File: src/coh_cfg.svh
// Configuration macros for the MESI coherence subsystem
// CPU count, address width, L1 geometry and L2 size/latency
`ifndef COH_CFG_SVH
`define COH_CFG_SVH

// Number of caches on the coherence bus (snoop fan-in is built for two)
`define CPUS 2

// Byte address width
`define ADDR_W 32

// L1 lines per cache, direct-mapped
`define L1_SETS 8

// L2 blocks and cycles from request strobe to done
`define L2_DEPTH 64
`define L2_LATENCY 4

`endif
File: src/mem_pkg.sv
// Data-path vector types, processor and L2 request/response structs
`include "coh_cfg.svh"

package mem_pkg;

    typedef logic [`ADDR_W-1:0] addr_t;  // Byte address
    typedef logic [31:0]        word_t;  // Data word
    typedef logic [63:0]        block_t; // Two words, word 0 low

    // Processor request, single-cycle strobe
    typedef struct packed {
        logic  ren;
        logic  wen;
        addr_t addr;
        word_t wdata;
    } cpu_req_t;

    typedef struct packed {
        logic  done;   // One-cycle completion strobe
        word_t rdata;  // Valid with done
    } cpu_rsp_t;

    // L2 request, single-cycle strobe
    typedef struct packed {
        logic   valid;
        logic   we;
        addr_t  addr;
        block_t wdata;
    } l2_req_t;

    typedef struct packed {
        logic   done;
        block_t rdata;
    } l2_rsp_t;

endpackage

File: src/mesi_pkg.sv
// Coherence line state, bus command, bus request/response and snoop structs
package mesi_pkg;

    import mem_pkg::*;

    // MESI line state
    typedef enum logic [1:0] {
        INVALID,
        SHARED,
        EXCLUSIVE,
        MODIFIED
    } line_state_e;

    // Bus transaction type
    typedef enum logic [1:0] {
        BUS_RD,
        BUS_RDX,
        BUS_UPGR,
        BUS_WB
    } bus_cmd_e;

    // Cache to bus, req held until bus done
    typedef struct packed {
        logic     req;
        bus_cmd_e cmd;
        addr_t    addr;
        block_t   wdata;  // Only for BUS_WB
    } bus_req_t;

    // Bus answer to the owner
    typedef struct packed {
        logic        done;
        block_t      fill;
        line_state_e grant_state;
    } bus_rsp_t;

    typedef struct packed {
        logic     valid;
        bus_cmd_e cmd;
        addr_t    addr;
    } snoop_t;

    // Answer one cycle after the snoop strobe
    typedef struct packed {
        logic   hit;
        logic   dirty;
        block_t data;
    } snoop_rsp_t;

endpackage

File: src/coherence_bus.sv
// Bus controller FSM with snoop broadcast and cache-to-cache or L2 data source
// Dirty-data and eviction writeback to L2
`timescale 1ns/100ps
`include "coh_cfg.svh"

module coherence_bus (
    input  logic                      CLK,
    input  logic                      arst_n,
    input  mesi_pkg::bus_req_t        bus_req   [`CPUS],
    input  logic [`CPUS-1:0]          grant,
    input  logic [$clog2(`CPUS)-1:0]  owner,
    output mesi_pkg::bus_rsp_t        bus_rsp   [`CPUS],
    output mesi_pkg::snoop_t          snoop     [`CPUS],
    input  mesi_pkg::snoop_rsp_t      snoop_rsp [`CPUS],
    output mem_pkg::l2_req_t          l2_req,
    input  mem_pkg::l2_rsp_t          l2_rsp
);
    import mem_pkg::*;
    import mesi_pkg::*;

    localparam int IW = $clog2(`CPUS);

    typedef enum logic [2:0] {
        IDLE, SNOOP, SNOOP_WAIT, L2_WRITE, L2_READ, RESPOND
    } fsm_e;

    fsm_e        fsm_q;
    logic [IW-1:0] own_q;
    logic [IW-1:0] other;    // The single snooper
    bus_cmd_e    cmd_q;
    addr_t       addr_q;
    block_t      fill_q;
    line_state_e gstate_q;
    snoop_rsp_t  srsp;

    assign other = own_q ^ 1'b1;  // Two caches only
    assign srsp  = snoop_rsp[other];

    // Outputs decoded from FSM state
    always_comb begin
        for (int i = 0; i < `CPUS; i++) begin
            bus_rsp[i].done        = (fsm_q == RESPOND) && (own_q == IW'(i));
            bus_rsp[i].fill        = fill_q;
            bus_rsp[i].grant_state = gstate_q;
            snoop[i].valid         = (fsm_q == SNOOP) && (other == IW'(i));
            snoop[i].cmd           = cmd_q;
            snoop[i].addr          = addr_q;
        end
    end

    always_ff @(posedge CLK or negedge arst_n) begin
        if (!arst_n) begin
            fsm_q        <= IDLE;
            own_q        <= '0;
            cmd_q        <= BUS_RD;
            gstate_q     <= INVALID;
            l2_req.valid <= 1'b0;
            l2_req.we    <= 1'b0;
        end else begin
            l2_req.valid <= 1'b0;
            case (fsm_q)
                IDLE: begin
                    if (|grant) begin
                        own_q <= owner;
                        cmd_q <= bus_req[owner].cmd;
                        if (bus_req[owner].cmd == BUS_WB) begin
                            l2_req.valid <= 1'b1;   // Eviction goes straight to L2
                            l2_req.we    <= 1'b1;
                            fsm_q        <= L2_WRITE;
                        end else begin
                            fsm_q <= SNOOP;
                        end
                    end
                end
                SNOOP: fsm_q <= SNOOP_WAIT;
                SNOOP_WAIT: begin
                    if (cmd_q == BUS_RD) gstate_q <= srsp.hit ? SHARED : EXCLUSIVE;
                    else gstate_q <= MODIFIED;
                    if (srsp.hit && srsp.dirty) begin
                        l2_req.valid <= 1'b1;       // Dirty data also to L2
                        l2_req.we    <= 1'b1;
                        fsm_q        <= L2_WRITE;
                    end else if (srsp.hit && cmd_q == BUS_RD) begin
                        fsm_q <= RESPOND;           // Clean cache-to-cache
                    end else begin
                        l2_req.valid <= 1'b1;
                        l2_req.we    <= 1'b0;
                        fsm_q        <= L2_READ;
                    end
                end
                L2_WRITE: if (l2_rsp.done) fsm_q <= RESPOND;
                L2_READ:  if (l2_rsp.done) fsm_q <= RESPOND;
                RESPOND:  fsm_q <= IDLE;
                default:  fsm_q <= IDLE;
            endcase
        end
    end

    // Address, fill and L2 write payload
    always_ff @(posedge CLK or negedge arst_n) begin
        if (!arst_n) begin
            addr_q       <= '0;
            fill_q       <= '0;
            l2_req.addr  <= '0;
            l2_req.wdata <= '0;
        end else begin
            if (fsm_q == IDLE && (|grant)) begin
                addr_q       <= bus_req[owner].addr;
                l2_req.addr  <= bus_req[owner].addr;
                l2_req.wdata <= bus_req[owner].wdata;
            end
            if (fsm_q == SNOOP_WAIT && srsp.hit) begin
                fill_q       <= srsp.data;
                l2_req.wdata <= srsp.data;
            end
            if (fsm_q == L2_READ && l2_rsp.done) fill_q <= l2_rsp.rdata;
        end
    end

endmodule

File: config.mk
export PLATFORM = sky130hd
export DESIGN_NAME = coherence_bus
export DESIGN_NICKNAME = d
export VERILOG_FILES = /design/src/mem_pkg.sv /design/src/mesi_pkg.sv /design/src/coherence_bus.sv
export VERILOG_INCLUDE_DIRS = /design/src
export SDC_FILE = /design/constraint.sdc
export NUM_CORES = 1
export LEC_CHECK = 0
export ABC_AREA = 1
export BUFFER_PORTS_ARGS = -buffer_cell sky130_fd_sc_hd__buf_2
export CAP_MARGIN = 20
export CORE_AREA = 2 2 276 278
export CTS_CLUSTER_SIZE = 20
export DETAILED_ROUTE_END_ITERATION = 7
export DIE_AREA = 0 0 278 280
export PLACE_DENSITY = 0.33
export SLEW_MARGIN = 0
export SYNTH_ARGS = -nofsm -noshare
export SYNTH_HDL_FRONTEND = slang
export SYNTH_SLANG_ARGS = --single-unit
File: constraint.sdc
create_clock -name CLK -period 1.8 [get_ports CLK]
set_input_delay 0.54 -clock CLK [delete_from_list [all_inputs] [get_ports CLK]]
set_output_delay 0.54 -clock CLK [all_outputs]
set_load 0.01 [all_outputs]
==> impl_results.md <==
- Max Clk Rate: around 500 MHz
- Yosys cell types: 22
- Final Max Slew Viols: 0
- Syn_nets: ~1,900
- Sink of the worst hold path: fill_q[36]$_DFFE_PN0P_
- Critical path's slowest cell: dfrtp_4
- Dpl cell area: about 15,000 µm²
- Status: complete, but fails checks
- Failing checks: setup timing
- Final #Nets: 2,539
- I/O Pins: between 700 and 800
- Hold depth: 3
- GRT Max-Usage Layer: met2
- Clock skew: 13.6 ps
- FF+latch count, synth: 170
- Fin. Hold Viols: 0
- DR iter-0 viols: 582
- Hold wc startpoint: l2_rsp[36]
- Design area: between 15,000 and 20,000 µm²
- Die H: about 280 µm
- Total number of vias: approximately 12,000
- Tot GR Track Use: 0.143
- Aggregate global routing overflow: 0
- Clock latency on the worst-skew pair: 470 ps
- H-Tree Level Count: 4
- CTS Buf Count: 17
- CP arrival: 1400 ps
- Clk sinks: between 150 and 200
- Post-Syn Area per Cell: 6.76 µm²
- Area grow syn2layout: 53.9%
- Longest Clk Path Bufs: 2
- Final min period: 1940 ps
- Layout cell share with drive strength beyond 1: 0.414
- HP Class: in -> reg
- Initial Util: 0.138
- Core box area: 75,200 µm²
- Place WS: -183 ps
- Synthesized area: 10,400 µm²
- Post-route setup slack: -143 ps
- Peak supply drop: approximately 660 µV
- Vias per cell: 3.85
- Die Wd: approximately 280 µm
- Reg-to-reg critical path endpoint: l2_req[45]$_DFFE_PN0P_
- Port Buf Inserts: 699
- Post-detail-place hpwl: between 40 and 50 mm
- Routed len/inst: 19.6 µm
- Maximum fanout along the worst path: 5
- First-pass GRT wire length: 80.7 mm
- FF-to-FF Start: own_q$_DFFE_PN0P_
- Routability congestion estimate from global placement: 0.803
- Maximum number of pins on one net before global-route repair: 57
- Detail Route Antenna Nets: 0
- Crit. End Element: output pin
- Reg clk slew, reported paths: 80 ps
- Max-capacitance violation count: 0
- Slack of the worst reg-to-reg path: 80 ps
- Required @ worst endpoint: roughly 1300 ps
- Crit path kind: reg -> out
- 1st-pass router iterations: 6
- CP Cell Sequence: buf_12 -> nor2_2 -> buf_2
- Sequential-to-total area share from yosys stat: 0.410
- WL final: 61.5 mm
- Initial antenna violation count: 8
- Syn. warnings: 0
- Leak Pwr: 9.23 nW
- RSZ-0062 raised after global routing: yes
- Power Density: around 1700 nW/µm²
- Met3 usage: 0.0314
- Worst slew pin tran: between 600 and 700 ps
- M2 GR Usage: 0.251
- CTS tree: yes
- Vias in the first global route: around 12,000
- Max-slew headroom: 0.589
- Startpoint types: flop
- Cells after Synth: 1,533
- CP max stage delay: 540 ps
- CTS root buf: clkbuf_16
- M1 GR Usage: 0.174
- Die area: approximately 80,000 µm²
- Period utilization: 1.08
- # DRC: 0
- Site Rows: 101
- R2R cell count: 8
- # setup viols final: 4
==> repair_timing <==
item | in CTS | in global routing
hold buffers | 1 | 0
endpoints found under the hold margin | 20 | 0
endpoints found under the setup margin | 6 | 138
pin swaps | 6 | 9
buffers inserted | 9 | 16
cloned | 2 | 11
resized for setup | 20 | 48
==> sequential cells by signal, summed over array words and instances (netlist names) <==
signal / count
own_q: 1
fill_q: 64
addr_q: 32
gstate_q: 2
l2_req: 66
cmd_q: 2
fsm_q: 3
==> area by class of cell <==
class	instances	area [µm²]
antenna	1	2.50
timing repair buffer	802	4980
inverter	14	70.1
sequential	170	4260
fill	8642	59200
clock inverter	13	108
tap	978	1220
clock buffer	19	443
multi-input combinational	1134	4860
==> how the worst max path moves through the flow <==
stage / startpoint / end / cells after the start
3_5_place_dp: grant[1] / own_q$_DFFE_PN0P_ / 6
5_1_grt: own_q$_DFFE_PN0P_ / snoop[34] / 3
6_report: own_q$_DFFE_PN0P_ / snoop[34] / 3
2_1_floorplan: own_q$_DFFE_PN0P_ / bus_rsp[66] / 5
3_3_place_gp: grant[1] / own_q$_DFFE_PN0P_ / 6
4_1_cts: fsm_q[1]$_DFFE_PN0P_ / snoop[69] / 5
==> placed cells by master (no fill, tap or decap), drive strengths merged, types with 4 or more instances in the layout <==
cell / Yosys / final
nand2: 873 / 873
buf: 197 / 790
dfrtp: 170 / 170
nand3: 137 / 137
nor2: 81 / 82
o31ai: 32 / 32
clkbuf: 19 / 28
inv: 14 / 21
o21ai: 5 / 5
clkinvlp: 0 / 4
==> synthesized netlist by cell type <==
master,n,area (µm²)
inv_2,4,15.0
buf_2,48,240
nor2_4,3,33.8
clkbuf_1,19,71.3
nand4_1,1,6.26
nand3_1,137,686
inv_1,8,30.0
inv_4,2,12.5
nand2_4,3,33.8
o31ai_1,26,195
or2_2,1,6.26
buf_4,144,1080
o211ai_1,1,7.51
dfrtp_1,170,4250
nand2_1,870,3270
buf_1,5,18.8
o21ai_0,4,20.0
nor2_2,2,12.5
nor2_1,76,285
o31ai_2,6,75.1
a21oi_1,2,10.0
o21ai_1,1,5.00
==> through the flow <==
| stage | setup TNS [ps] | std cells | power [mW] | utilization | hold slack, ps |
|---|---|---|---|---|---|
| 6_report | -520 | 3131 | 26.4 | 0.212 | 278 |
| 5_1_grt | -1340 | 3130 | 28.5 | 0.212 | 241 |
| 4_1_cts | -1410 | 3105 | 25.6 | 0.204 | 215 |
| 3_5_place_dp | -1660 | 3061 | 21.0 | 0.194 | 451 |
| 3_3_place_gp | -1650 | 3061 | 21.0 | 0.194 | 455 |
| 2_1_floorplan | 0 | 1533 | 15.3 | - | 244 |
==> layer usage <==
metal | part of all wire | up-vias
met3 | 0.052 | 59
met4 | 0.020 | 10
met2 | 0.50 | 492
met5 | 0.00091 | -
met1 | 0.43 | 5636
li1 | - | 5853
==> logic make-up (layout without fill, tap and decap cells) <==
| logic type | count (synthesis) | after routing | share of synthesized area |
|---|---|---|---|
| AOI/OAI and AO/OA | 40 | 40 | 0.0302 |
| DFF | 170 | 170 | 0.410 |
| buffers and inverters | 230 | 848 | 0.142 |
| and+or+nand+nor | 1093 | 1094 | 0.418 |
| other | 0 | 1 | 0 |
==> report_power, final <==
group	total (mW)	internal [mW]	switching, mW
clock	3.80	1.84	1.96
combinational	15.4	6.16	9.25
sequential	7.16	5.63	1.53
==> critical path: cells and delay by family, from the launching register on <==
| family | cells | cell delay, ps |
|---|---|---|
| flip-flops | 1 | 540 |
| AND/OR/NAND/NOR | 1 | 90 |
| buffers and inverters | 2 | 290 |
(Power assumes the default switching activity.)
