==> src/coh_cfg.svh <==
// Configuration macros for the MESI coherence subsystem
// CPU count, address width, L1 geometry and L2 size/latency
`ifndef COH_CFG_SVH
`define COH_CFG_SVH

// Number of caches on the coherence bus (snoop fan-in is built for two)
`define CPUS 2

// Byte address width
`define ADDR_W 32

// L1 lines per cache, direct-mapped
`define L1_SETS 8

// L2 blocks and cycles from request strobe to done
`define L2_DEPTH 64
`define L2_LATENCY 4

`endif
==> src/mem_pkg.sv <==
// Data-path vector types, processor and L2 request/response structs
`include "coh_cfg.svh"

package mem_pkg;

    typedef logic [`ADDR_W-1:0] addr_t;  // Byte address
    typedef logic [31:0]        word_t;  // Data word
    typedef logic [63:0]        block_t; // Two words, word 0 low

    // Processor request, single-cycle strobe
    typedef struct packed {
        logic  ren;
        logic  wen;
        addr_t addr;
        word_t wdata;
    } cpu_req_t;

    typedef struct packed {
        logic  done;   // One-cycle completion strobe
        word_t rdata;  // Valid with done
    } cpu_rsp_t;

    // L2 request, single-cycle strobe
    typedef struct packed {
        logic   valid;
        logic   we;
        addr_t  addr;
        block_t wdata;
    } l2_req_t;

    typedef struct packed {
        logic   done;
        block_t rdata;
    } l2_rsp_t;

endpackage

==> src/mesi_pkg.sv <==
// Coherence line state, bus command, bus request/response and snoop structs
package mesi_pkg;

    import mem_pkg::*;

    // MESI line state
    typedef enum logic [1:0] {
        INVALID,
        SHARED,
        EXCLUSIVE,
        MODIFIED
    } line_state_e;

    // Bus transaction type
    typedef enum logic [1:0] {
        BUS_RD,
        BUS_RDX,
        BUS_UPGR,
        BUS_WB
    } bus_cmd_e;

    // Cache to bus, req held until bus done
    typedef struct packed {
        logic     req;
        bus_cmd_e cmd;
        addr_t    addr;
        block_t   wdata;  // Only for BUS_WB
    } bus_req_t;

    // Bus answer to the owner
    typedef struct packed {
        logic        done;
        block_t      fill;
        line_state_e grant_state;
    } bus_rsp_t;

    typedef struct packed {
        logic     valid;
        bus_cmd_e cmd;
        addr_t    addr;
    } snoop_t;

    // Answer one cycle after the snoop strobe
    typedef struct packed {
        logic   hit;
        logic   dirty;
        block_t data;
    } snoop_rsp_t;

endpackage

==> src/l1_dcache.sv <==
// Direct-mapped write-back L1 data cache with MESI state per line
// Miss FSM toward the coherence bus and a parallel snoop responder
`timescale 1ns/100ps
`include "coh_cfg.svh"

module l1_dcache (
    input  logic                  CLK,
    input  logic                  arst_n,
    input  mem_pkg::cpu_req_t     cpu_req,
    output mem_pkg::cpu_rsp_t     cpu_rsp,
    output mesi_pkg::bus_req_t    bus_req,
    input  mesi_pkg::bus_rsp_t    bus_rsp,
    input  mesi_pkg::snoop_t      snoop,
    output mesi_pkg::snoop_rsp_t  snoop_rsp
);
    import mem_pkg::*;
    import mesi_pkg::*;

    localparam int IDX_W = $clog2(`L1_SETS);
    localparam int TAG_W = `ADDR_W - IDX_W - 3;  // 3 offset bits per 8-byte block

    typedef enum logic [1:0] {IDLE, WRITEBACK, FILL, RESPOND} fsm_e;

    logic [TAG_W-1:0] tag_q   [`L1_SETS];
    block_t           data_q  [`L1_SETS];
    line_state_e      state_q [`L1_SETS];

    fsm_e     fsm_q;
    bus_cmd_e cmd_q;     // Fill command of the pending miss
    addr_t    addr_q;    // Pending request
    word_t    wdata_q;
    logic     we_q;

    // Replace one word of a block
    function automatic block_t merge(block_t blk, logic sel, word_t w);
        block_t res;
        res = blk;
        if (sel) res[63:32] = w;
        else res[31:0] = w;
        return res;
    endfunction

    // CPU side lookup
    logic [IDX_W-1:0] idx;
    logic [TAG_W-1:0] tag;
    logic             tag_hit, strobe, hit_rd, hit_wr;
    line_state_e      cur_st;
    block_t           wr_blk;

    assign idx     = cpu_req.addr[3 +: IDX_W];
    assign tag     = cpu_req.addr[`ADDR_W-1 -: TAG_W];
    assign cur_st  = state_q[idx];
    assign tag_hit = (tag_q[idx] == tag) && (cur_st != INVALID);
    assign strobe  = (fsm_q == IDLE) && (cpu_req.ren || cpu_req.wen); // Busy strobes dropped
    assign hit_rd  = strobe && cpu_req.ren && tag_hit;
    assign hit_wr  = strobe && cpu_req.wen && tag_hit &&
                     (cur_st == EXCLUSIVE || cur_st == MODIFIED);
    assign wr_blk  = merge(data_q[idx], cpu_req.addr[2], cpu_req.wdata);

    // Pending miss view
    logic [IDX_W-1:0] pidx;
    block_t           fill_blk;
    assign pidx     = addr_q[3 +: IDX_W];
    assign fill_blk = we_q ? merge(bus_rsp.fill, addr_q[2], wdata_q) : bus_rsp.fill;

    // Snoop side; a CPU write hit in the same cycle is ordered first
    logic [IDX_W-1:0] sidx;
    logic             same_line, snp_hit;
    line_state_e      snp_st;
    block_t           snp_blk;

    assign sidx      = snoop.addr[3 +: IDX_W];
    assign same_line = hit_wr && (idx == sidx);
    assign snp_st    = same_line ? MODIFIED : state_q[sidx];
    assign snp_blk   = same_line ? wr_blk : data_q[sidx];
    assign snp_hit   = (snp_st != INVALID) &&
                       (tag_q[sidx] == snoop.addr[`ADDR_W-1 -: TAG_W]);

    // Bus request follows the FSM, so it drops the cycle after done
    assign bus_req.req   = (fsm_q == WRITEBACK) || (fsm_q == FILL);
    assign bus_req.cmd   = (fsm_q == WRITEBACK) ? BUS_WB : cmd_q;
    assign bus_req.addr  = (fsm_q == WRITEBACK) ? {tag_q[pidx], pidx, 3'b000}
                                                : {addr_q[`ADDR_W-1:3], 3'b000};
    assign bus_req.wdata = data_q[pidx];  // Victim block

    // Miss FSM and completion strobe
    always_ff @(posedge CLK or negedge arst_n) begin
        if (!arst_n) begin
            fsm_q        <= IDLE;
            cmd_q        <= BUS_RD;
            cpu_rsp.done <= 1'b0;
        end else begin
            cpu_rsp.done <= 1'b0;
            case (fsm_q)
                IDLE: begin
                    if (hit_rd || hit_wr) begin
                        cpu_rsp.done <= 1'b1;           // One-cycle hit
                    end else if (strobe) begin
                        if (cpu_req.wen && tag_hit) cmd_q <= BUS_UPGR; // Line in S
                        else if (cpu_req.wen)       cmd_q <= BUS_RDX;
                        else                        cmd_q <= BUS_RD;
                        if (!tag_hit && cur_st == MODIFIED) fsm_q <= WRITEBACK;
                        else fsm_q <= FILL;
                    end
                end
                WRITEBACK: if (bus_rsp.done) fsm_q <= FILL;
                FILL:      if (bus_rsp.done) fsm_q <= RESPOND;
                RESPOND: begin
                    cpu_rsp.done <= 1'b1;
                    fsm_q        <= IDLE;
                end
                default: fsm_q <= IDLE;
            endcase
        end
    end

    // Request capture and read data
    always_ff @(posedge CLK or negedge arst_n) begin
        if (!arst_n) begin
            addr_q        <= '0;
            wdata_q       <= '0;
            we_q          <= 1'b0;
            cpu_rsp.rdata <= '0;
        end else begin
            if (strobe) begin
                addr_q  <= cpu_req.addr;
                wdata_q <= cpu_req.wdata;
                we_q    <= cpu_req.wen;
            end
            if (hit_rd)
                cpu_rsp.rdata <= cpu_req.addr[2] ? data_q[idx][63:32] : data_q[idx][31:0];
            else if (fsm_q == RESPOND)
                cpu_rsp.rdata <= addr_q[2] ? data_q[pidx][63:32] : data_q[pidx][31:0];
        end
    end

    // Tag and data arrays
    always_ff @(posedge CLK) begin
        if (hit_wr) data_q[idx] <= wr_blk;
        if (fsm_q == FILL && bus_rsp.done) begin
            data_q[pidx] <= fill_blk;              // Write word merged after fill
            tag_q[pidx]  <= addr_q[`ADDR_W-1 -: TAG_W];
        end
    end

    // Line states; snoop transition goes last and wins
    always_ff @(posedge CLK or negedge arst_n) begin
        if (!arst_n) begin
            for (int i = 0; i < `L1_SETS; i++) state_q[i] <= INVALID;
        end else begin
            if (hit_wr) state_q[idx] <= MODIFIED;   // E -> M silently
            if (fsm_q == WRITEBACK && bus_rsp.done) state_q[pidx] <= INVALID;
            if (fsm_q == FILL && bus_rsp.done) state_q[pidx] <= bus_rsp.grant_state;
            if (snoop.valid && snp_hit) begin
                if (snoop.cmd == BUS_RD) begin
                    if (snp_st == MODIFIED || snp_st == EXCLUSIVE) state_q[sidx] <= SHARED;
                end else begin
                    state_q[sidx] <= INVALID;       // RdX or Upgr
                end
            end
        end
    end

    // Snoop answer one cycle after the strobe
    always_ff @(posedge CLK or negedge arst_n) begin
        if (!arst_n) begin
            snoop_rsp.hit   <= 1'b0;
            snoop_rsp.dirty <= 1'b0;
            snoop_rsp.data  <= '0;
        end else begin
            snoop_rsp.hit   <= snoop.valid && snp_hit;
            snoop_rsp.dirty <= snoop.valid && snp_hit && (snp_st == MODIFIED);
            if (snoop.valid) snoop_rsp.data <= snp_blk;
        end
    end

endmodule

==> config.mk <==
export PLATFORM = sky130hd
export DESIGN_NAME = l1_dcache
export DESIGN_NICKNAME = d
export VERILOG_FILES = /design/src/mem_pkg.sv /design/src/mesi_pkg.sv /design/src/l1_dcache.sv
export VERILOG_INCLUDE_DIRS = /design/src
export SDC_FILE = /design/constraint.sdc
export NUM_CORES = 2
export LEC_CHECK = 0
export BUFFER_PORTS_ARGS = -buffer_cell sky130_fd_sc_hd__buf_2
export CELL_PAD_IN_SITES_DETAIL_PLACEMENT = 0
export CELL_PAD_IN_SITES_GLOBAL_PLACEMENT = 1
export CORE_UTILIZATION = 50
export CTS_CLUSTER_DIAMETER = 50
export DETAILED_ROUTE_END_ITERATION = 6
export PLACE_DENSITY_LB_ADDON = 0.3
export SYNTH_ARGS = -nofsm -noshare
export SYNTH_HDL_FRONTEND = slang
export SYNTH_SLANG_ARGS = --single-unit
==> constraint.sdc <==
create_clock -name CLK -period 9.9 [get_ports CLK]
set_clock_uncertainty 0.15 [all_clocks]
set_input_delay 0 -clock CLK [delete_from_list [all_inputs] [get_ports CLK]]
set_output_delay 0 -clock CLK [all_outputs]
set_load 0.02 [all_outputs]
==> flow_summary_export.csv <==
group,metric,value,unit
clocking,htree_levels,3,
critical_path,crit_type,"primary input to flip-flop",
clocking,cts.clk_slew.worst_paths,0.06,ns
floorplan,io_pins,368,
logic_synthesis,synth_edf_count,784,
clocking,cts-root-buf,"clkbuf_16",
hold_path,min_path_cells,3,
critical_path,max_stage_delay,0.79,ns
critical_path,critPathRequiredTime,10.09,ns
final_layout,fin_nets,4670,
clocking,clkLatencyLatePin,0.74,ns
final_layout,area_delta_synth_final,17.77,%
drt,drc_errors,0,
logic_synthesis,syn_area_per_cell,12.40,um^2
logic_synthesis,ys_warn_count,0,
floorplan,rows,116,
critical_path,cp_slowest_cell,"buf_4",
logic_synthesis,ys.flop_type,"edfxtp_1",
power,power.total,16.24,mW
floorplan,start_util,50.44,%
logic_synthesis,synth_xor_xnor_area_share,0.6588,%
timing,fmax,150.2,MHz
timing,hold_viol,0,
clocking,cts_made_buffers,119,
logic_synthesis,async_reset_ff_share,18.92,%
timing,relSlewSlack,12.20,%
floorplan,dieArea,0.1023,mm^2
logic_synthesis,synthMuxAreaShare,16.17,%
logic_synthesis,ys_ff_latch,967,
drt,dr.pass1.iters,7,
timing,tightest_slew,1.312,ns
final_layout,fillerInstances,7936,
clocking,cts_buffer_depth,3,
final_layout,drive_gt1_share,24.79,%
critical_path,crit_top_cell,"buf_4",
place,port_buffers,359,
logic_synthesis,syn-instance-count,4075,
grt,grt_max_degree,89,
critical_path,path_cells,"dlygate4sd3_1, buf_4, and2_1, a22oi_1, nand3b_1, nand3_1, nor4_1, nand4_2, nor3_2, nand2_1, o31ai_4, buf_4, buf_4",
logic_synthesis,synth_compound_area_share,17.04,%
timing,fin_crit,6.658,ns
critical_path,rr_worst_depth,11,
logic_synthesis,yosys.area.top_type_share,46.60,%
logic_synthesis,syn_area,0.05052,mm^2
logic_synthesis,seq_area_frac_synth,55.67,%
grt,grt_pass1_wl,282.9,mm
timing,setup_tns,0,ns
final_layout,final_common_cell,"edfxtp_1",
logic_synthesis,yosys-top-cells-area,"edfxtp_1, dfrtp_1, mux2_2",
critical_path,end_kind,"flip-flop",
drt,wl_per_cell,33.92,um
logic_synthesis,synth_top_family_by_area,"compound AO/OA/AOI/OAI gates",
final_layout,final_area,0.05950,mm^2
clocking,clkSinkCount,967,
timing,maxSlewViolCount,0,
drt,viasPerCell,7.131,
final_layout,final_cell_mix,"edfxtp_1, a22oi_1, buf_2, mux2_2, mux2i_1",
flow_run,max-cap-violations,0,
floorplan,die_h,319.9,um
grt,grt_use_total,38.20,%
logic_synthesis,synth_fa_ha_area_share,0.1238,%
critical_path,crit_arrival,6.85,ns
timing,setup_violations,0,
drt,wl,200.2,mm
hold_path,worstHoldPathType,"primary input to flip-flop",
place,hpwl,116.5,mm
drt,num_vias,42100,
clocking,cts_setup_buffers,0,
logic_synthesis,synth_simple_gate_area_share,7.220,%
timing,rsz0062_at_grt,"false",
logic_synthesis,ys_types,81,
clocking,cts_tree,"yes",
power,leakagePower,21.60,nW
place,place_congestion,0.9212,
grt,grt-ovfl-total,0,
drt,ant_nets,0,
outcome,outcome,"complete, no violations",
timing,fin_crit_sh,67.25,%
grt,antenna_found_initial,4,
drt,drt_iter0_drc,6492,
critical_path,start_kind,"primary input",
critical_path,crit_path_max_fanout,63,
logic_synthesis,synth_top_area_cell,"edfxtp_1",
grt,grt_pass1_vias,40480,
floorplan,core_area,0.1001,mm^2
floorplan,die-width,319.9,um
power,p_per_area,272.9,mW/mm^2
place,placed_area,0.05355,mm^2
power,vdd_drop_max,0.0002158,V
==> layer usage <==
metal  part of all wire [%]  wire (um)  vias to the layer above  global-route usage [%]
li1                       -          -                    17180                       -
met1                     36      72030                    20730                   50.55
met2                     44      88110                     3487                   58.19
met3                     15      29150                      702                   10.61
met4                    5.4      10840                        6                   18.04
met5                  0.046         92                        -                  0.4728
==> synth_stat cells, types with 7 or more instances <==
library cell,number
edfxtp_1,784
a22oi_1,410
mux2_2,306
mux2i_1,298
nor2_1,282
clkbuf_1,247
a21oi_1,242
nand2_1,218
dfrtp_1,183
o21ai_0,163
a221oi_1,140
nand4_1,88
mux4_2,74
a22o_1,63
buf_1,57
nor3_1,42
a221o_1,41
o22ai_1,36
a31oi_1,30
buf_2,27
nand3_1,25
nor2b_1,23
xnor2_1,19
xor2_1,19
inv_1,16
a211oi_1,14
buf_4,14
and2_1,13
and3_1,13
nor4_1,12
a222oi_1,11
a21bo_2,10
buf_6,10
o21a_1,10
nand3b_1,9
a21oi_2,8
o211ai_1,8
o41ai_1,8
o221ai_1,7
==> stage by stage <==
stage	cells	util, %	setup WS (ns)	hold WS, ns
6_report	5903	59.41	3.242	0.006503
5_1_grt	5900	59.40	3.273	0.02522
4_1_cts	5900	59.40	3.538	0.0006053
3_5_place_dp	5483	53.47	3.099	-0.06756
3_3_place_gp	5483	53.47	3.180	-0.09362
2_1_floorplan	4077	-	2.177	-0.4456
==> what timing repair did <==
item | in CTS | in global routing
endpoints found under the hold margin | 662 | 0
setup endpoints to repair | 0 | 0
gates resized for setup | 0 | 0
hold buffers | 189 | 0
==> layout make-up <==
cell class	instances	area, um^2	area share [%]
flip-flops and latches	967	28130	47.28
multi-input cells	2733	21070	35.42
repair buffers	652	4544	7.638
clock buffers	136	3052	5.129
well taps	1298	1624	2.730
clock inverters	92	978.4	1.645
inverters	22	85.08	0.1430
diodes	3	7.507	0.01262
==> final timing paths <==
path,startpoint,endpoint,slack (ns)
worst max-delay path,cpu_req[36],data_q[6][38],3.24
worst min-delay path,bus_rsp[59],data_q[5][57],0.007
worst max register to register,tag_q[7][1],data_q[6][38],3.74
worst min register to register,flip-flop,flip-flop,0.32
max in group asynchronous,arst_n,addr_q[3],7.64
min in group asynchronous,arst_n,snoop_rsp[65],0.25
==> cell families after synthesis <==
logic type      after synthesis
simple gates                773
flops                       967
compound gates             1230
other cells                   1
xor+xnor                     38
fa+ha+maj                     5
buf+inv                     377
mux                         684
==> critical path, delay by kind of cell <==
kind,cells,cell delay (ns)
compound gates,2,0.52
buf+inv,4,2.65
simple gates,7,3.46
==> power breakdown <==
group | total [mW] | switching [mW] | internal [mW]
registers | 5.91 | 0.529 | 5.39
clock network | 4.46 | 1.89 | 2.57
logic | 5.86 | 4.02 | 1.84
total | 16.2 | 6.43 | 9.80
Power figures use the tool's default switching activity.
