==> config.mk <==
export PLATFORM = sky130hd
export DESIGN_NAME = bus_arbiter
export DESIGN_NICKNAME = d
export VERILOG_FILES = /design/src/bus_arbiter.sv
export VERILOG_INCLUDE_DIRS = /design/src
export SDC_FILE = /design/constraint.sdc
export NUM_CORES = 1
export LEC_CHECK = 0
export BUFFER_PORTS_ARGS = -buffer_cell sky130_fd_sc_hd__buf_2
export CAP_MARGIN = 40
export CORE_AREA = 2 2 39 41
export DETAILED_ROUTE_END_ITERATION = 10
export DIE_AREA = 0 0 41 43
export GPL_TIMING_DRIVEN = 0
export PLACE_DENSITY = 0.33
export SYNTH_ARGS = -nofsm -noshare
export SYNTH_HDL_FRONTEND = slang
export SYNTH_SLANG_ARGS = --single-unit
==> constraint.sdc <==
create_clock -name CLK -period 0.8 [get_ports CLK]
set_clock_uncertainty 0.1 [all_clocks]
set_input_delay 0.08 -clock CLK [delete_from_list [all_inputs] [get_ports CLK]]
set_output_delay 0.08 -clock CLK [all_outputs]
set_load 0.02 [all_outputs]
==> src/coh_cfg.svh <==
// Configuration macros for the MESI coherence subsystem
// CPU count, address width, L1 geometry and L2 size/latency
`ifndef COH_CFG_SVH
`define COH_CFG_SVH

// Number of caches on the coherence bus (snoop fan-in is built for two)
`define CPUS 2

// Byte address width
`define ADDR_W 32

// L1 lines per cache, direct-mapped
`define L1_SETS 8

// L2 blocks and cycles from request strobe to done
`define L2_DEPTH 64
`define L2_LATENCY 4

`endif
==> src/bus_arbiter.sv <==
// Round-robin arbiter for the shared coherence bus
`timescale 1ns/100ps
`include "coh_cfg.svh"

module bus_arbiter (
    input  logic                        CLK,
    input  logic                        arst_n,
    input  logic [`CPUS-1:0]            req,
    input  logic                        bus_done,  // End of the current transaction
    output logic [`CPUS-1:0]            grant,
    output logic [$clog2(`CPUS)-1:0]    owner
);
    localparam int IW = $clog2(`CPUS);

    logic [IW-1:0] prio_q;   // Highest priority cache
    logic [IW-1:0] pick;
    logic          found;

    // First requester at or after the priority pointer
    always_comb begin
        logic [IW-1:0] cand;
        pick  = '0;
        found = 1'b0;
        for (int i = 0; i < `CPUS; i++) begin
            cand = IW'((int'(prio_q) + i) % `CPUS);
            if (!found && req[cand]) begin
                pick  = cand;
                found = 1'b1;
            end
        end
    end

    always_ff @(posedge CLK or negedge arst_n) begin
        if (!arst_n) begin
            grant  <= '0;
            owner  <= '0;
            prio_q <= '0;
        end else if (|grant) begin
            if (bus_done) begin
                grant  <= '0;    // Held until the transaction ends
                prio_q <= (owner == IW'(`CPUS-1)) ? '0 : owner + 1'b1;
            end
        end else if (found) begin
            grant       <= '0;
            grant[pick] <= 1'b1;
            owner       <= pick;
        end
    end

endmodule

==> impl_metrics.toml, run 1 <==
[worst_setup_path]
slowest_stage_delay_on_critical_path_ns = 0.44
cp_num_buf_inv = 1
worst_reg_to_reg_cells = 2
delay_heaviest_family_cp = "flip-flops"
cp.arrival_ns = 0.82
path_max_fanout = 4
critical_path_class = "flop to output port"
reg2reg_from = "grant[1]"
crit_path_cell_trace = "buf_6"
worstSetupStartpointType = "flop"
critical-path-slowest-cell = "sky130_fd_sc_hd__dfrtp_2"
timing.rr.end = "owner"
worst_case_register_to_register_setup_slack_ns = -0.16
worstSetupEndpointType = "output port"
worst_ep_required_time_ns = 0.62

[grt]
grt_busiest_layer = "met4"
grt.met2_usage_pct = 5.94
grt_util_met3_pct = 1.57
grtUsageTotal_pct = 6.66
wire_length_of_the_first_global_routing_pass_um = 703
grt_overflow = 0
grt_start_max_net_pins = 5
antenna_found_initial = 0
use_met1_pct = 9.48
grt_pass1_vias = 176

[die]
design.portCount = 8
floorplan.initialDensity_pct = 12.4
die_area_um2 = 1760
chipHeight_um = 43
design.core.area_um2 = 1380
die_x_um = 41
rows = 14

[routing]
detail_route.wirelength_um = 457
final_antenna_net_count = 0
drcViolationCount = 0
vias = 179
drt_first_pass_iters = 3
wl_per_cell_um = 9.52
initialDrtViolationCount = 1
drt-vias-per-instance = 3.73

[finish]
postLayoutCellArea_um2 = 329
flow.area_growth_from_synthesis_pct = 92.0
layoutNonFillerInstCount = 48
diodes = 0
final_net_count = 38
drive_above_1_share_pct = 62.5

[place]
detailed_place_hpwl_um = 323
dp_cells = 40
dpl-instance-area_um2 = 229
place_ws_ns = -0.174
placement.io_buffers = 7
gp_routability_congestion = 0.592

[yosys]
synth_top_area_share_pct = 58.4
synth.cells.most_frequent = "sky130_fd_sc_hd__dfrtp_1 (4), sky130_fd_sc_hd__o21ai_0 (4), sky130_fd_sc_hd__inv_1 (3), sky130_fd_sc_hd__nand2_1 (3)"
mappedNetlistArea_um2 = 171
synth_flop_cell = "sky130_fd_sc_hd__dfrtp_1"
synth_edf_count = 0
synth-seq-area-share_pct = 58.4
synthDistinctLibCells = 7
syn-num-nets = 22
postSynthCellCount = 17
synth_warnings = 0
async_reset_ff_share_pct = 100
netlist_top_cells_area = "sky130_fd_sc_hd__dfrtp_1 (58%), sky130_fd_sc_hd__o21ai_0 (12%), sky130_fd_sc_hd__o2111ai_2 (8.8%)"
synth_area_per_cell_um2 = 10.1
postSynthRegisterBits = 4
yosys.area.top_type = "sky130_fd_sc_hd__dfrtp_1"

[timing]
hold_viol_final = 2
setup_slack_ns = -0.202
tns_ns = -1.05
maxSlewViolCount = 0
rsz_0062_raised_after_global_routing = "true"
fmax_ghz = 0.998
layout_worst_path_cycle_share_pct = 125
max-slew-margin-rel_pct = 88.0
fin_hold_ws_ns = -0.0639
min_period_ns = 1.00
report.final.setup_viol = 7
max_slew.worst_pin.slew_ns = 0.179

[clocking]
cts_inserted_buffers = 3
path_clk_slew_ns = 0.04
tritoncts = "done"
cts_hold_buf = 1
clock_tree.htree_level_count = 1
clock_tree.root_cell = "sky130_fd_sc_hd__clkbuf_4"
cts_max_path_bufs = 2
clk-insertion-delay-late_ns = 0.24
clock_sink_count = 4

[pwr]
power.density_cell_area_nw_per_um2 = 4240
cellLeakagePower_nw = 0.148
worst_ir_drop_vdd_v = 0.00120

[worst_hold_path]
launch_instance_of_the_worst_min_delay_path = "bus_done"
worst_hold_path_cell_count = 2
min_to = "grant[1]"
holdCritPathClass = "input pin to flop"

[run_status]
outcome = "finished with violations"
failed_checks = "negative hold slack, negative setup slack"

[job]
cap_viol_max_count = 0
==> flip-flops by register name (all words and copies together), names as in the netlist <==
| register | cells |
|---|---|
| grant | 2 |
| owner | 1 |
| prio_q | 1 |
==> metal layers <==
metal	part of all wire (%)	wire (um)	up-vias
met5	0	0	-
met4	0	0	0
met3	8.8	40	0
met2	42	194	8
met1	48	221	82
li1	-	-	89
==> power by group <==
part           internal [mW]  switching [mW]
registers              0.316           0.147
clock network          0.188          0.0916
logic                  0.355           0.297
total                  0.859           0.536
==> timing repair <==
item	in CTS	in global routing
pin swaps	2	1
endpoints found under the setup margin	7	7
gates resized for setup	9	4
setup buffers	2	1
hold endpoints to repair	6	2
==> logic make-up after synthesis <==
| kind of cell | after synthesis | share of synthesized area (%) |
|---|---|---|
| compound gates | 6 | 24.8 |
| buf+inv | 3 | 6.57 |
| flops | 4 | 58.4 |
| simple gates | 4 | 10.2 |
==> stage by stage <==
| stage | util (%) | power, mW |
|---|---|---|
| after global routing | 23.8 | 1.50 |
| final | 23.8 | 1.40 |
| after detailed placement | 16.5 | 0.798 |
| after CTS | 21.6 | 1.29 |
| after global placement | 16.5 | 0.789 |
| after floorplan | - | 0.652 |
==> layout by cell type, fill, tap and decap left out <==
cell	count
sky130_fd_sc_hd__clkbuf_1	1
sky130_fd_sc_hd__o2111ai_4	1
sky130_fd_sc_hd__inv_2	2
sky130_fd_sc_hd__o21ai_0	1
sky130_fd_sc_hd__buf_6	4
sky130_fd_sc_hd__inv_1	1
sky130_fd_sc_hd__dfrtp_1	2
sky130_fd_sc_hd__nand4_1	1
sky130_fd_sc_hd__nand2_2	1
sky130_fd_sc_hd__clkbuf_4	3
sky130_fd_sc_hd__buf_4	2
sky130_fd_sc_hd__o31ai_2	1
sky130_fd_sc_hd__dfrtp_2	2
sky130_fd_sc_hd__o21ai_1	3
sky130_fd_sc_hd__buf_2	4
sky130_fd_sc_hd__dlygate4sd3_1	1
sky130_fd_sc_hd__nand2_1	2
==> area by class of cell <==
cell class,instances,area [um^2]
Fill cell,159,1050
Clock buffer,4,26.3
Tap cell,16,20.0
Inverter,3,11.3
Sequential cell,4,103
Multi-Input combinational cell,10,78.8
Timing Repair Buffer,11,90.1
==> worst max path at each step <==
stage / start / endpoint / slack (ns) / cells after the start
2_1_floorplan: grant[1] / owner / -0.16 / 2
3_3_place_gp: prio_q / grant[1] / -0.16 / 2
3_5_place_dp: prio_q / grant[1] / -0.17 / 2
4_1_cts: grant[0] / grant[0] / -0.21 / 1
5_1_grt: grant[1] / grant[1] / -0.24 / 1
6_report: grant[1] / grant[1] / -0.20 / 1
No activity file was read; power rests on OpenSTA's default activity.
==> run 2, diff against run 1 <==
Settings changed: ABC_AREA from default to 1, CTS_CLUSTER_SIZE from default to 28, PLACE_DENSITY 0.33 to 0.36.
==> impl_metrics.toml, run 2 <==
[routing]
detail_route.wirelength_um = 464
vias = 199
drcViolationCount = 0
initialDrtViolationCount = 3
drt_first_pass_iters = 2
wl_per_cell_um = 8.14
drt-vias-per-instance = 3.49
final_antenna_net_count = 0

[timing]
maxSlewViolCount = 0
fmax_ghz = 1.01
setup_slack_ns = -0.193
min_period_ns = 0.993
fin_hold_ws_ns = -0.0581
report.final.setup_viol = 7
max_slew.worst_pin.slew_ns = 0.131
layout_worst_path_cycle_share_pct = 124
tns_ns = -1.03
max-slew-margin-rel_pct = 91.2
rsz_0062_raised_after_global_routing = "true"
hold_viol_final = 1

[yosys]
postSynthCellCount = 28
yosys.area.top_type = "sky130_fd_sc_hd__dfrtp_1"
synthDistinctLibCells = 8
synth_top_area_share_pct = 50.0
synth_flop_cell = "sky130_fd_sc_hd__dfrtp_1"
async_reset_ff_share_pct = 100
postSynthRegisterBits = 4
synth-seq-area-share_pct = 50.0
synth_warnings = 0
synth.cells.most_frequent = "sky130_fd_sc_hd__nand2_1 (11), sky130_fd_sc_hd__inv_1 (6), sky130_fd_sc_hd__dfrtp_1 (4)"
synth_area_per_cell_um2 = 7.15
mappedNetlistArea_um2 = 200
syn-num-nets = 33
synth_edf_count = 0
netlist_top_cells_area = "sky130_fd_sc_hd__dfrtp_1 (50%), sky130_fd_sc_hd__nand2_1 (21%), sky130_fd_sc_hd__inv_1 (11%)"
synthMostInstantiatedCell = "sky130_fd_sc_hd__nand2_1"

[grt]
wire_length_of_the_first_global_routing_pass_um = 759
grt_pass1_vias = 190
grt_overflow = 0
antenna_found_initial = 0
grtUsageTotal_pct = 7.04
grt_start_max_net_pins = 5

[die]
design.portCount = 8
die_x_um = 41
chipHeight_um = 43
rows = 14
floorplan.initialDensity_pct = 14.5
die_area_um2 = 1760
design.core.area_um2 = 1380

[clocking]
tritoncts = "done"
clock_tree.htree_level_count = 1
cts_inserted_buffers = 3
clock_tree.root_cell = "sky130_fd_sc_hd__clkbuf_4"
cts_max_path_bufs = 2
clk-insertion-delay-late_ns = 0.24
clock_sink_count = 4
cts_hold_buf = 1
path_clk_slew_ns = 0.04

[finish]
largest_register_ff_count = 2
diodes = 0
mostFrequentLayoutCell = "sky130_fd_sc_hd__nand2_1"
largest_register = "grant"
drive_above_1_share_pct = 41.5
reg_top3 = "grant (2), owner (1), prio_q (1)"
commonest_non_fill_non_tap_cells_in_the_layout = "sky130_fd_sc_hd__nand2_1 (10), sky130_fd_sc_hd__inv_1 (5), sky130_fd_sc_hd__buf_2 (4)"
layoutNonFillerInstCount = 57
fillers = 162
flow.area_growth_from_synthesis_pct = 66.2
sequential_cell_area_um2 = 103
final_net_count = 47
post-route-util_pct = 24.1
multi_input_area_um2 = 90.1

[worst_setup_path]
worst_reg_to_reg_cells = 4
path_max_fanout = 3
cp_num_buf_inv = 1
cp.arrival_ns = 0.81
crit_path_cell_trace = "buf_6"
reg2reg_from = "grant[1]"
worstSetupStartpointType = "flop"
critical-path-slowest-cell = "sky130_fd_sc_hd__dfrtp_2"
worstSetupEndpointType = "output port"
worst_case_register_to_register_setup_slack_ns = -0.15
delay_heaviest_family_cp = "flip-flops"
critical_path_class = "flop to output port"
timing.rr.end = "owner"
slowest_stage_delay_on_critical_path_ns = 0.43
worst_ep_required_time_ns = 0.62

[worst_hold_path]
launch_instance_of_the_worst_min_delay_path = "bus_done"
min_to = "grant[1]"
holdCritPathClass = "input pin to flop"
worst_hold_path_cell_count = 2

[pwr]
power.density_cell_area_nw_per_um2 = 3930
total_power_mw = 1.31
cellLeakagePower_nw = 0.181
worst_ir_drop_vdd_v = 0.00148

[run_status]
failed_checks = "negative hold slack, negative setup slack"
outcome = "finished with violations"

[place]
placement.io_buffers = 7
detailed_place_hpwl_um = 378
gp_routability_congestion = 0.610
dp_cells = 51

[job]
cap_viol_max_count = 0
==> run 2: final cells by class <==
type                       instances  share of cell area [%]
sequential                         4                    30.8
inverter                           6                    6.77
timing repair buffer               9                    21.4
multi-input combinational         18                    27.1
clock buffer                       4                    7.89
tap                               16                    6.02
==> run 2: worst max path at each step <==
stage,from,slack [ns],end,cells past startpoint
2_1_floorplan,grant[1],-0.14,owner,4
3_3_place_gp,grant[1],-0.18,grant[1],3
3_5_place_dp,grant[1],-0.16,grant[1],3
4_1_cts,grant[0],-0.19,grant[0],1
5_1_grt,grant[1],-0.22,owner,4
6_report,grant[1],-0.19,grant[1],1
==> run 2: per-stage QoR <==
step                cell area, um^2  setup slack (ns)
floorplan                       203            -0.140
global placement                258            -0.181
detailed placement              258            -0.157
CTS                             323            -0.193
global route                    333            -0.221
finish                          333            -0.193
==> run 2: cells by family after synthesis <==
family	after synthesis	share of synthesized area [%]
AO/OA/AOI/OAI	2	5.00
flip-flops	4	50.0
AND/OR/NAND/NOR	16	33.8
buffers and inverters	6	11.2
==> run 2: metal layers <==
metal,share of wire (%),up-vias,GRT usage (%),wire (um)
met4,0,0,8.00,0
met1,45,87,8.41,209
li1,-,107,-,-
met5,0,-,0,0
met3,8.2,0,2.09,38
met2,47,5,8.75,217
==> run 2: repair_timing <==
| item | CTS | global route |
|---|---|---|
| hold endpoints to repair | 5 | 1 |
| endpoints found under the setup margin | 7 | 7 |
| resized for setup | 8 | 3 |
| setup buffers | 1 | 0 |
==> run 2: report_power, final <==
group	switching (mW)	leakage (nW)	internal, mW
clock network	0.0851	0.0150	0.187
logic	0.312	0.119	0.298
registers	0.112	0.0469	0.314
==> run 3, diff against run 2 <==
Settings changed: PLACE_DENSITY 0.36 to 0.35.
Clock period 0.8 ns to 1 ns, I/O delays scaled along.
==> impl_metrics.toml, run 3 (synthesis results as in run 2) <==
[place]
gp_routability_congestion = 0.666
dp_cells = 51
detailed_place_hpwl_um = 381
placement.io_buffers = 7
dpl-instance-area_um2 = 255

[worst_setup_path]
worst_ep_required_time_ns = 0.80
path_max_fanout = 4
slowest_stage_delay_on_critical_path_ns = 0.43
worstSetupEndpointType = "output port"
timing.rr.end = "prio_q"
cp_num_cells = 1
reg2reg_from = "grant[0]"
cp_num_buf_inv = 1
worst_reg_to_reg_cells = 4
critical_path_class = "flop to output port"
worstSetupStartpointType = "flop"
critical-path-slowest-cell = "sky130_fd_sc_hd__dfrtp_2"
cp.arrival_ns = 0.81
delay_heaviest_family_cp = "flip-flops"
crit_path_cell_trace = "buf_6"
worst_case_register_to_register_setup_slack_ns = 0.05

[timing]
rsz_0062_raised_after_global_routing = "true"
maxSlewViolCount = 0
layout_worst_path_cycle_share_pct = 101
tns_ns = -0.0134
max_slew.worst_pin.slew_ns = 0.133
report.final.setup_viol = 1
fmax_ghz = 0.987
max-slew-margin-rel_pct = 91.0
hold_viol_final = 0
setup_slack_ns = -0.0134
fin_hold_ws_ns = 0.0651
min_period_ns = 1.01

[die]
die_area_um2 = 1760
floorplan.initialDensity_pct = 14.5
rows = 14
die_x_um = 41
design.core.area_um2 = 1380
design.portCount = 8
chipHeight_um = 43

[clocking]
path_clk_slew_ns = 0.04
cts_max_path_bufs = 2
clock_sink_count = 4
clk-insertion-delay-late_ns = 0.24
tritoncts = "done"
cts_inserted_buffers = 3
clock_tree.htree_level_count = 1
clock_tree.root_cell = "sky130_fd_sc_hd__clkbuf_4"

[finish]
largest_register_ff_count = 2
fillers = 161
mostFrequentLayoutCell = "sky130_fd_sc_hd__nand2_1"
diodes = 0
largest_register = "grant"
sequential_cell_area_um2 = 103
commonest_non_fill_non_tap_cells_in_the_layout = "sky130_fd_sc_hd__nand2_1 (11), sky130_fd_sc_hd__inv_1 (6), sky130_fd_sc_hd__buf_2 (4)"
postLayoutCellArea_um2 = 340
multi_input_area_um2 = 91.3
reg_top3 = "grant (2), owner (1), prio_q (1)"
drive_above_1_share_pct = 39.0
flow.area_growth_from_synthesis_pct = 70.0
final_net_count = 48
layoutNonFillerInstCount = 57

[routing]
drt_first_pass_iters = 3
drt-vias-per-instance = 3.60
detail_route.wirelength_um = 472
final_antenna_net_count = 0
drcViolationCount = 0
initialDrtViolationCount = 1
wl_per_cell_um = 8.28
vias = 205

[grt]
grtUsageTotal_pct = 7.37
grt_overflow = 0
grt_start_max_net_pins = 5
antenna_found_initial = 0
grt_pass1_vias = 197
wire_length_of_the_first_global_routing_pass_um = 752

[worst_hold_path]
launch_instance_of_the_worst_min_delay_path = "req[1]"
holdCritPathClass = "input pin to flop"
min_to = "owner"
worst_hold_path_cell_count = 3

[pwr]
cellLeakagePower_nw = 0.185
worst_ir_drop_vdd_v = 0.000607
power.density_cell_area_nw_per_um2 = 3030

[run_status]
failed_checks = "negative setup slack"
outcome = "finished with violations"

[job]
cap_viol_max_count = 0
-- run 3: area by class of cell --
type	instances	area share, %
clock buffers	3	6.62
inverters	6	6.62
multi-input cells	18	26.8
flip-flops and latches	4	30.1
well taps	16	5.88
repair buffers	10	23.9
-- run 3: where the power goes --
part | leakage [nW] | internal, mW | switching, mW
logic | 0.125 | 0.246 | 0.244
registers | 0.0469 | 0.251 | 0.0902
clock network | 0.0138 | 0.134 | 0.0662
-- run 3: layer usage --
| layer | up-vias | GRT usage (%) | share of wire, % |
|---|---|---|---|
| li1 | 109 | - | - |
| met1 | 87 | 7.52 | 42 |
| met2 | 7 | 8.44 | 44 |
| met3 | 2 | 4.19 | 9.5 |
| met4 | 0 | 10.0 | 3.8 |
| met5 | - | 0 | 0 |
-- run 3: through the flow --
step / utilization (%) / setup slack [ns] / total power, mW
finish: 24.6 / -0.0134 / 1.03
global route: 24.6 / -0.0309 / 1.12
CTS: 22.4 / -0.00916 / 0.927
detailed placement: 18.4 / 0.0595 / 0.661
global placement: 18.4 / 0.0354 / 0.667
floorplan: - / 0.0337 / 0.540
-- run 3: how the worst max path moves through the flow --
stage,start,endpoint,slack (ns)
2_1_floorplan,grant[1],owner,0.03
3_3_place_gp,grant[0],grant[1],0.04
3_5_place_dp,grant[1],grant[1],0.06
4_1_cts,grant[0],grant[0],-0.009
5_1_grt,grant[0],grant[0],-0.03
6_report,grant[0],grant[0],-0.01
-- run 3: what timing repair did --
action,in CTS,in global routing
pin swaps,0,2
hold buffers,2,0
endpoints found under the setup margin,2,6
setup buffers,0,1
hold endpoints to repair,5,0
gates resized for setup,4,8
